--- src/design/cdp_bufin_pkg.sv ---
// shared field types for the channel-window buffer
// a cube is one line of up to 8 columns by up to 32 channel groups
// widths here are fixed; beat width comes from the top level parameters

package cdp_bufin_pkg;

  //////////////////////////////////////////////////
  // field widths
  //////////////////////////////////////////////////

  // width column index, only 0..7 are used
  typedef logic [3:0] pos_w_t;

  // column count minus one
  typedef logic [3:0] width_t;

  // channel group index within the cube
  typedef logic [4:0] pos_c_t;

  // number of per-column windows kept in the buffer
  localparam int NUM_COL = 8;

  //////////////////////////////////////////////////
  // beat information, 14 bits
  //////////////////////////////////////////////////
  typedef struct packed {
    pos_w_t pos_w;
    width_t width_m1;
    pos_c_t pos_c;
    // beat belongs to the last group of the cube
    logic   last_c;
  } beat_info_t;

  //////////////////////////////////////////////////
  // control states
  //////////////////////////////////////////////////
  typedef enum logic [2:0] {
    ST_WAIT   = 3'd0,
    ST_FILL   = 3'd1,
    ST_STREAM = 3'd2,
    ST_FLUSH  = 3'd3,
    ST_DONE   = 3'd4
  } bufin_state_e;

endpackage
--- src/design/cdp_bufin_top.sv ---
// channel-window buffer for cross-channel normalization
// beats arrive group-major, column-minor; C must be at least 4/TP
// TP may be 1, 2 or 4
`timescale 1ns/1ps

module cdp_bufin_top #(
  parameter int TP     = 2,
  parameter int ELEM_W = 8
) (
  input  logic                                     nvdla_core_clk,
  input  logic                                     nvdla_core_rstn,
  input  logic                                     in_valid,
  output logic                                     in_ready,
  input  logic [TP*ELEM_W-1:0]                     in_data,
  input  cdp_bufin_pkg::pos_w_t                    in_pos_w,
  input  cdp_bufin_pkg::width_t                    in_width,
  input  cdp_bufin_pkg::pos_c_t                    in_pos_c,
  input  logic                                     in_last_c,
  output logic                                     out_valid,
  input  logic                                     out_ready,
  output logic [(2*(4/TP)+1)*TP*ELEM_W-1:0]        out_data,
  output cdp_bufin_pkg::beat_info_t                out_info
);

  localparam int BEAT_W = TP * ELEM_W;

  logic                      stage_valid;
  cdp_bufin_pkg::beat_info_t stage_info;
  logic [BEAT_W-1:0]         stage_data;
  cdp_bufin_pkg::beat_info_t flush_info;
  logic pop;
  logic shift_en;
  logic emit;
  logic zero_fill;
  logic cube_last;
  logic flush_step;
  logic clear;
  logic flush_done;
  logic out_free;

  // input register
  cdp_bufin_input_stage #(.TP(TP), .ELEM_W(ELEM_W)) u_input_stage (
    .nvdla_core_clk, .nvdla_core_rstn,
    .in_valid, .in_ready, .in_data, .in_pos_w, .in_width, .in_pos_c, .in_last_c,
    .pop, .stage_valid, .stage_info, .stage_data
  );

  // control
  cdp_bufin_fsm #(.TP(TP)) u_fsm (
    .nvdla_core_clk, .nvdla_core_rstn,
    .stage_valid, .stage_info, .out_free, .flush_done,
    .pop, .shift_en, .emit, .zero_fill, .cube_last, .flush_step, .clear
  );

  // cube-end flush sequencing
  cdp_bufin_flush_cnt #(.TP(TP)) u_flush_cnt (
    .nvdla_core_clk, .nvdla_core_rstn,
    .cube_last, .stage_info, .flush_step, .clear, .flush_info, .flush_done
  );

  // windows and output register
  cdp_bufin_window #(.TP(TP), .ELEM_W(ELEM_W)) u_window (
    .nvdla_core_clk, .nvdla_core_rstn,
    .shift_en, .emit, .zero_fill, .stage_info, .stage_data, .flush_info,
    .out_free, .out_valid, .out_ready, .out_data, .out_info
  );

endmodule

--- src/design/cdp_bufin_window.sv ---
// per-column shift windows and the output register
// slot 0 holds the newest group, the last slot the oldest
// a beat with pos_c 0 clears the history of its column
`timescale 1ns/1ps

module cdp_bufin_window #(
  parameter int TP     = 2,
  parameter int ELEM_W = 8
) (
  input  logic                                             nvdla_core_clk,
  input  logic                                             nvdla_core_rstn,
  input  logic                                             shift_en,
  input  logic                                             emit,
  input  logic                                             zero_fill,
  input  cdp_bufin_pkg::beat_info_t                        stage_info,
  input  logic [TP*ELEM_W-1:0]                             stage_data,
  input  cdp_bufin_pkg::beat_info_t                        flush_info,
  output logic                                             out_free,
  output logic                                             out_valid,
  input  logic                                             out_ready,
  output logic [(2*(4/TP)+1)*TP*ELEM_W-1:0]                out_data,
  output cdp_bufin_pkg::beat_info_t                        out_info
);

  localparam int BEAT_W      = TP * ELEM_W;
  localparam int FILL_GROUPS = 4 / TP;
  localparam int WIN_BEATS   = 2 * FILL_GROUPS + 1;
  localparam int OUT_W       = WIN_BEATS * BEAT_W;
  localparam int COL_AW      = $clog2(cdp_bufin_pkg::NUM_COL);

  logic [BEAT_W-1:0] win_q [cdp_bufin_pkg::NUM_COL][WIN_BEATS-1];
  logic [COL_AW-1:0] col_idx;
  logic [BEAT_W-1:0] new_beat;
  logic              hist_clr;
  logic [OUT_W-1:0]  out_word;
  cdp_bufin_pkg::beat_info_t info_nxt;

  //////////////////////////////////////////////////
  // column select and incoming group
  //////////////////////////////////////////////////

  // flush walks the columns by its own counter
  assign col_idx  = zero_fill ? flush_info.pos_w[COL_AW-1:0] : stage_info.pos_w[COL_AW-1:0];
  assign new_beat = zero_fill ? '0 : stage_data;
  // first group of a cube, nothing older exists
  assign hist_clr = ~zero_fill & (stage_info.pos_c == '0);

  always_ff @(posedge nvdla_core_clk or negedge nvdla_core_rstn) begin
    if (!nvdla_core_rstn) begin
      for (int c = 0; c < cdp_bufin_pkg::NUM_COL; c++) begin
        for (int s = 0; s < WIN_BEATS - 1; s++) begin
          win_q[c][s] <= '0;
        end
      end
    end else if (shift_en) begin
      win_q[col_idx][0] <= new_beat;
      for (int s = 1; s < WIN_BEATS - 1; s++) begin
        win_q[col_idx][s] <= hist_clr ? '0 : win_q[col_idx][s-1];
      end
    end
  end

  //////////////////////////////////////////////////
  // output word and info
  //////////////////////////////////////////////////

  // newest group on top, then the window slots down to the oldest
  always_comb begin
    out_word[OUT_W-1 -: BEAT_W] = new_beat;
    for (int s = 0; s < WIN_BEATS - 1; s++) begin
      out_word[(WIN_BEATS-2-s)*BEAT_W +: BEAT_W] = win_q[col_idx][s];
    end
  end

  // streamed words are centred FILL_GROUPS behind the incoming beat
  always_comb begin
    if (zero_fill) begin
      info_nxt = flush_info;
    end else begin
      info_nxt        = stage_info;
      info_nxt.pos_c  = stage_info.pos_c - cdp_bufin_pkg::pos_c_t'(FILL_GROUPS);
      info_nxt.last_c = 1'b0;
    end
  end

  //////////////////////////////////////////////////
  // output register
  //////////////////////////////////////////////////
  assign out_free = ~out_valid | out_ready;

  always_ff @(posedge nvdla_core_clk or negedge nvdla_core_rstn) begin
    if (!nvdla_core_rstn) begin
      out_valid <= 1'b0;
    end else if (emit) begin
      out_valid <= 1'b1;
    end else if (out_ready) begin
      out_valid <= 1'b0;
    end
  end

  // word stays put while the sink stalls
  always_ff @(posedge nvdla_core_clk) begin
    if (emit) begin
      out_data <= out_word;
      out_info <= info_nxt;
    end
  end

endmodule

--- src/design/cdp_bufin_flush_cnt.sv ---
// geometry latch and column/group counter for the cube-end flush
// flush runs FILL_GROUPS rounds over all columns, column index fastest
`timescale 1ns/1ps

module cdp_bufin_flush_cnt #(
  parameter int TP = 2
) (
  input  logic                      nvdla_core_clk,
  input  logic                      nvdla_core_rstn,
  input  logic                      cube_last,
  input  cdp_bufin_pkg::beat_info_t stage_info,
  input  logic                      flush_step,
  input  logic                      clear,
  output cdp_bufin_pkg::beat_info_t flush_info,
  output logic                      flush_done
);

  localparam int FILL_GROUPS = 4 / TP;

  cdp_bufin_pkg::width_t lat_width_m1;
  cdp_bufin_pkg::pos_c_t lat_last_c;
  cdp_bufin_pkg::pos_w_t col_cnt;
  cdp_bufin_pkg::pos_c_t grp_cnt;
  logic col_end;
  logic grp_end;

  assign col_end    = (col_cnt == lat_width_m1);
  assign grp_end    = (grp_cnt == cdp_bufin_pkg::pos_c_t'(FILL_GROUPS - 1));
  assign flush_done = col_end & grp_end;

  // geometry of the cube, taken from its final beat
  always_ff @(posedge nvdla_core_clk or negedge nvdla_core_rstn) begin
    if (!nvdla_core_rstn) begin
      lat_width_m1 <= '0;
      lat_last_c   <= '0;
    end else if (cube_last) begin
      lat_width_m1 <= stage_info.width_m1;
      lat_last_c   <= stage_info.pos_c;
    end
  end

  always_ff @(posedge nvdla_core_clk or negedge nvdla_core_rstn) begin
    if (!nvdla_core_rstn) begin
      col_cnt <= '0;
      grp_cnt <= '0;
    end else if (clear) begin
      col_cnt <= '0;
      grp_cnt <= '0;
    end else if (flush_step) begin
      if (col_end) begin
        col_cnt <= '0;
        grp_cnt <= grp_cnt + cdp_bufin_pkg::pos_c_t'(1);
      end else begin
        col_cnt <= col_cnt + cdp_bufin_pkg::pos_w_t'(1);
      end
    end
  end

  // centre group of the flush word walks up to the last group
  always_comb begin
    flush_info.pos_w    = col_cnt;
    flush_info.width_m1 = lat_width_m1;
    flush_info.pos_c    = lat_last_c - cdp_bufin_pkg::pos_c_t'(FILL_GROUPS - 1) + grp_cnt;
    flush_info.last_c   = grp_end;
  end

endmodule

--- src/design/cdp_bufin_fsm.sv ---
// control for one cube: fill the windows, stream words, then flush
// every pop and flush step waits for a free output register
`timescale 1ns/1ps

module cdp_bufin_fsm #(
  parameter int TP = 2
) (
  input  logic                      nvdla_core_clk,
  input  logic                      nvdla_core_rstn,
  input  logic                      stage_valid,
  input  cdp_bufin_pkg::beat_info_t stage_info,
  input  logic                      out_free,
  input  logic                      flush_done,
  output logic                      pop,
  output logic                      shift_en,
  output logic                      emit,
  output logic                      zero_fill,
  output logic                      cube_last,
  output logic                      flush_step,
  output logic                      clear
);

  localparam int FILL_GROUPS = 4 / TP;

  cdp_bufin_pkg::bufin_state_e state_q;
  cdp_bufin_pkg::bufin_state_e state_d;
  logic pop_ok;
  logic row_end;
  logic fill_end;

  assign pop_ok   = stage_valid & out_free;
  // last column of the current group
  assign row_end  = (stage_info.pos_w == stage_info.width_m1);
  // last beat before the first centred word can be formed
  assign fill_end = row_end &
                    (stage_info.pos_c == cdp_bufin_pkg::pos_c_t'(FILL_GROUPS - 1));

  always_comb begin
    state_d    = state_q;
    pop        = 1'b0;
    shift_en   = 1'b0;
    emit       = 1'b0;
    zero_fill  = 1'b0;
    cube_last  = 1'b0;
    flush_step = 1'b0;
    clear      = 1'b0;
    case (state_q)
      // wait and fill share the exit check, a one-group fill ends on the first beat
      cdp_bufin_pkg::ST_WAIT, cdp_bufin_pkg::ST_FILL: begin
        pop      = pop_ok;
        shift_en = pop_ok;
        if (pop_ok) begin
          if (fill_end) begin
            cube_last = 1'b1;
            state_d   = stage_info.last_c ? cdp_bufin_pkg::ST_FLUSH : cdp_bufin_pkg::ST_STREAM;
          end else begin
            state_d = cdp_bufin_pkg::ST_FILL;
          end
        end
      end
      cdp_bufin_pkg::ST_STREAM: begin
        pop      = pop_ok;
        shift_en = pop_ok;
        emit     = pop_ok;
        if (pop_ok & stage_info.last_c & row_end) begin
          cube_last = 1'b1;
          state_d   = cdp_bufin_pkg::ST_FLUSH;
        end
      end
      // push zero groups through every column, input stays blocked
      cdp_bufin_pkg::ST_FLUSH: begin
        flush_step = out_free;
        emit       = out_free;
        zero_fill  = out_free;
        shift_en   = out_free;
        if (out_free & flush_done) begin
          state_d = cdp_bufin_pkg::ST_DONE;
        end
      end
      cdp_bufin_pkg::ST_DONE: begin
        clear   = 1'b1;
        state_d = cdp_bufin_pkg::ST_WAIT;
      end
      default: begin
        state_d = cdp_bufin_pkg::ST_WAIT;
      end
    endcase
  end

  always_ff @(posedge nvdla_core_clk or negedge nvdla_core_rstn) begin
    if (!nvdla_core_rstn) begin
      state_q <= cdp_bufin_pkg::ST_WAIT;
    end else begin
      state_q <= state_d;
    end
  end

endmodule

--- src/design/cdp_bufin_input_stage.sv ---
// one-deep input register between the source and the window
// in_width arrives as a count of 1..8 and is held as count minus one
`timescale 1ns/1ps

module cdp_bufin_input_stage #(
  parameter int TP     = 2,
  parameter int ELEM_W = 8
) (
  input  logic                      nvdla_core_clk,
  input  logic                      nvdla_core_rstn,
  input  logic                      in_valid,
  output logic                      in_ready,
  input  logic [TP*ELEM_W-1:0]      in_data,
  input  cdp_bufin_pkg::pos_w_t     in_pos_w,
  input  cdp_bufin_pkg::width_t     in_width,
  input  cdp_bufin_pkg::pos_c_t     in_pos_c,
  input  logic                      in_last_c,
  input  logic                      pop,
  output logic                      stage_valid,
  output cdp_bufin_pkg::beat_info_t stage_info,
  output logic [TP*ELEM_W-1:0]      stage_data
);

  localparam int BEAT_W = TP * ELEM_W;

  logic take;

  // free slot, or the held beat leaves this cycle
  assign in_ready = ~stage_valid | pop;
  assign take     = in_valid & in_ready;

  always_ff @(posedge nvdla_core_clk or negedge nvdla_core_rstn) begin
    if (!nvdla_core_rstn) begin
      stage_valid <= 1'b0;
    end else if (take) begin
      stage_valid <= 1'b1;
    end else if (pop) begin
      stage_valid <= 1'b0;
    end
  end

  // payload, qualified by stage_valid
  always_ff @(posedge nvdla_core_clk) begin
    if (take) begin
      stage_data          <= in_data[BEAT_W-1:0];
      stage_info.pos_w    <= in_pos_w;
      stage_info.width_m1 <= in_width - cdp_bufin_pkg::width_t'(1);
      stage_info.pos_c    <= in_pos_c;
      stage_info.last_c   <= in_last_c;
    end
  end

endmodule

--- config.mk ---
export PLATFORM = sky130hd
export DESIGN_NAME = cdp_bufin_top
export DESIGN_NICKNAME = d
export VERILOG_FILES = /design/src/design/cdp_bufin_pkg.sv /design/src/design/cdp_bufin_top.sv /design/src/design/cdp_bufin_window.sv /design/src/design/cdp_bufin_flush_cnt.sv /design/src/design/cdp_bufin_fsm.sv /design/src/design/cdp_bufin_input_stage.sv
export SDC_FILE = /design/constraint.sdc
export NUM_CORES = 1
export LEC_CHECK = 0
export BUFFER_PORTS_ARGS = -buffer_cell sky130_fd_sc_hd__clkbuf_2
export CAP_MARGIN = 20
export CORE_UTILIZATION = 56
export CTS_CLUSTER_SIZE = 12
export DETAILED_ROUTE_END_ITERATION = 7
export PLACE_DENSITY = 0.83
export SLEW_MARGIN = 0
export SYNTH_ARGS = -nofsm -noshare
export SYNTH_HDL_FRONTEND = slang
export SYNTH_SLANG_ARGS = --single-unit
export TNS_END_PERCENT = 10
--- constraint.sdc ---
create_clock -name nvdla_core_clk -period 7.1 [get_ports nvdla_core_clk]
set_input_delay 0.71 -clock nvdla_core_clk [delete_from_list [all_inputs] [get_ports nvdla_core_clk]]
set_output_delay 0.71 -clock nvdla_core_clk [all_outputs]
set_load 0.02 [all_outputs]
==> flow_metrics.tcl <==
set metrics [dict create \
    status "finished clean" \
    period_share_pct 56.82 \
    finalHoldViolations 0 \
    synth_flop_cell "dfrtp_1" \
    yosysTopAreaCellShare_pct 46.94 \
    num_vias 21220 \
    dieArea_sq_um 51840 \
    fin_skew_ps 18.09 \
    viasPerCell 6.820 \
    grt_pass1_vias 21420 \
    die_w_microns 227.7 \
    grt_util_all_layers_pct 30.83 \
    r2r-end "u_window.win_q[232]$_DFFE_PN0P_" \
    endpoint_kind "register" \
    clock_latency_ps 600 \
    route.detailed.drc 0 \
    p_clk_share_pct 31.7 \
    final_cell_area_sq_um 31780 \
    cts_max_path_buffers 3 \
    final-setup-viol-count 0 \
    placed_cells 2993 \
    rsz0062_at_grt "no" \
    yosysUniqueCellTypes 53 \
    place_area_sq_um 29670 \
    yosys-top-cells-count "dfrtp_1 (535), a22o_1 (384), o21ai_0 (267)" \
    startpoint "u_fsm.state_q[2]$_DFFE_PN0P_" \
    grt_max_degree 289 \
    cts_sinks 659 \
    post-place-ws_ps 2455 \
    wirelength_microns 78370 \
    nNetsFinal 2440 \
    cts_resized 0 \
    critical_path_class "reg -> reg" \
    core_area_sq_um 50170 \
    fp.dieH_microns 227.7 \
    regArea_sq_um 17110 \
    setup_slack_ps 3066 \
    syn_area_per_cell_sq_um 11.98 \
    syn_to_final_growth_pct 11.43 \
    p_int_uw 7708 \
    combPwrFrac_pct 18.9 \
    gp_congestion 0.8322 \
    clkTransAtPathRegs_ps 60 \
    crit_chain "nand3b_4, nand2b_2, a21oi_4, buf_4, buf_4, mux2i_1, o2111ai_2, a22o_1" \
    multiInputGateArea_sq_um 10610 \
    final_cells 3112 \
    cts_tree "yes" \
    slew_headroom_pct 3.893 \
    antenna_cells 0 \
    tightest_slew_ps 1442 \
    max_freq_ghz 0.2479 \
    syn-num-nets 2427 \
    grt-ovfl-total 0 \
    rr_startpoint "u_fsm.state_q[2]$_DFFE_PN0P_" \
    path_buf_inv 2 \
    endpoint "u_window.win_q[232]$_DFFE_PN0P_" \
    yosysWarningCount 0 \
    synth_edf_count 124 \
    synth.area.top_cells "dfrtp_1 (47%), edfxtp_1 (13%), a22o_1 (12%)" \
    drt_iter0_drc 2968 \
    fin_tns_setup_ps 0 \
    required_ps 7570 \
    initial_core_util_pct 56.85 \
    grt_pass1_wl_microns 122500 \
    vdd_drop_max_v 0.0002171 \
    numCtsBuffers 68 \
    postCtsSetupBuffers 0 \
    r2r_slack_ps 3070 \
    post_drt_wl_per_cell_microns 25.18 \
    swShare_pct 28.28 \
    cp.depth 8 \
    ys_seq_area_share_pct 59.99 \
    slowest_stage "buf_4" \
    first_pass_iters 6 \
    dp_hpwl_microns 39880 \
    port_buffers 129 \
    synth-seq-cells 659 \
    num_rows 82 \
    ctsRootBufferMaster "clkbuf_16" \
    cts_max_level 3 \
    drtAntennaViolNets 0 \
    postCtsHoldBufs 0 \
    critPathMaxStageDelay_ps 690 \
    drv_slew 0 \
    power_leakage_uw 0.01438 \
    p_sw_uw 3040 \
    power_frac_seq_pct 49.4 \
    power_density_nw_per_um2 338.2 \
    critPathArrivalTime_ps 4500 \
    drv_cap 0 \
    synthesis.area_sq_um 28520 \
    timing.final.crit_period_ps 4034 \
    holdCritPathClass "in -> async" \
    cpMostUsedCell "buf_4" \
    yosys.area.top_type "dfrtp_1" \
    async_reset_ff_share_pct 81.18 \
    cp_top_family "buffers and inverters" \
    startpoint_type "register" \
    io_pins 130 \
    synth_most_common_cell "dfrtp_1" \
    antenna_found_initial 0 \
    postSynthCellCount 2380 \
    reg2reg_depth 8 \
    drive_above_1_share_pct 13.93 \
    fillers 3641 \
    crit_fanout 34 \
]
power by group through the flow:
stage                     clock network (uW)  registers, uW  logic, uW
after floorplan                            0           5170       1510
after global placement                     0           5270       1900
after detailed placement                   0           5330       2000
after CTS                               3440           5280       2020
after global routing                    3590           5390       2200
final                                   3400           5310       2030
stage by stage:
stage | utilization (%) | hold WS (ps) | power, uW
6_report | 63.35 | 54.68 | 10750
5_1_grt | 63.35 | 80.13 | 11190
4_1_cts | 63.27 | 66.21 | 10740
3_5_place_dp | 59.13 | 462.6 | 7329
3_3_place_gp | 59.13 | 453.2 | 7171
2_1_floorplan | - | 414.4 | 6677
cells in the final DEF, fill, tap and decap left out, types with 14 or more instances in the layout:
master	count
a31oi_1	18
clkbuf_2	128
dfrtp_1	535
mux2i_1	51
a22oi_1	64
edfxtp_1	124
nand2_1	177
inv_1	39
o2111ai_2	47
a21boi_0	144
o21ai_0	267
buf_4	30
and3_1	160
clkbuf_1	30
nor2_1	20
clkbuf_16	73
a22o_1	384
o21ai_1	14
cells by family after synthesis:
| family | after synthesis | share of synthesized area, % |
|---|---|---|
| AO/OA/AOI/OAI | 963 | 25.67 |
| flip-flops | 659 | 59.99 |
| buffers and inverters | 261 | 3.689 |
| multiplexers | 64 | 2.299 |
| AND/OR/NAND/NOR | 400 | 7.142 |
| XOR/XNOR | 20 | 0.6141 |
| adder cells (fa/ha/maj) | 13 | 0.5966 |
routing by layer:
layer,global-route usage (%),vias to the layer above,wire length [microns]
met2,49.33,1267,37460
met5,0,-,0
met4,12.02,0,2582
li1,-,8959,-
met1,41.94,10790,31290
met3,5.823,203,7036
worst min path at each step:
stage / cells after the start / endpoint / slack, ps / start
6_report: 1 / u_window.win_q[395]$_DFFE_PN0P_ / 50 / nvdla_core_rstn
5_1_grt: 1 / u_window.win_q[395]$_DFFE_PN0P_ / 80 / nvdla_core_rstn
4_1_cts: 1 / u_window.win_q[395]$_DFFE_PN0P_ / 70 / nvdla_core_rstn
3_5_place_dp: 2 / u_window.win_q[379]$_DFFE_PN0P_ / 460 / u_window.win_q[379]$_DFFE_PN0P_
3_3_place_gp: 2 / u_window.win_q[368]$_DFFE_PN0P_ / 450 / u_window.win_q[368]$_DFFE_PN0P_
2_1_floorplan: 0 / u_flush_cnt.col_cnt[0]$_DFFE_PN0P_ / 410 / nvdla_core_rstn
state kept, by name, summed over array words and instances, names as in the netlist:
| name | count |
|---|---|
| u_flush_cnt.col_cnt | 4 |
| u_input_stage.stage_valid | 1 |
| u_flush_cnt.lat_last_c | 5 |
| u_window.out_valid | 1 |
| u_window.out_info | 14 |
| u_flush_cnt.grp_cnt | 5 |
| u_window.out_data | 80 |
| u_input_stage.stage_data | 16 |
| u_input_stage.stage_info | 14 |
| u_fsm.state_q | 3 |
| u_window.win_q | 512 |
| u_flush_cnt.lat_width_m1 | 4 |
area by class of cell:
cell class              instances  area share, %
multi-input cells            1460          33.37
inverters                      39         0.4606
well taps                     672          2.646
flip-flops and latches        659          53.84
clock inverters                 6        0.08661
clock buffers                 111          6.449
repair buffers                165          3.146
No activity file was read; power rests on OpenSTA's default activity.
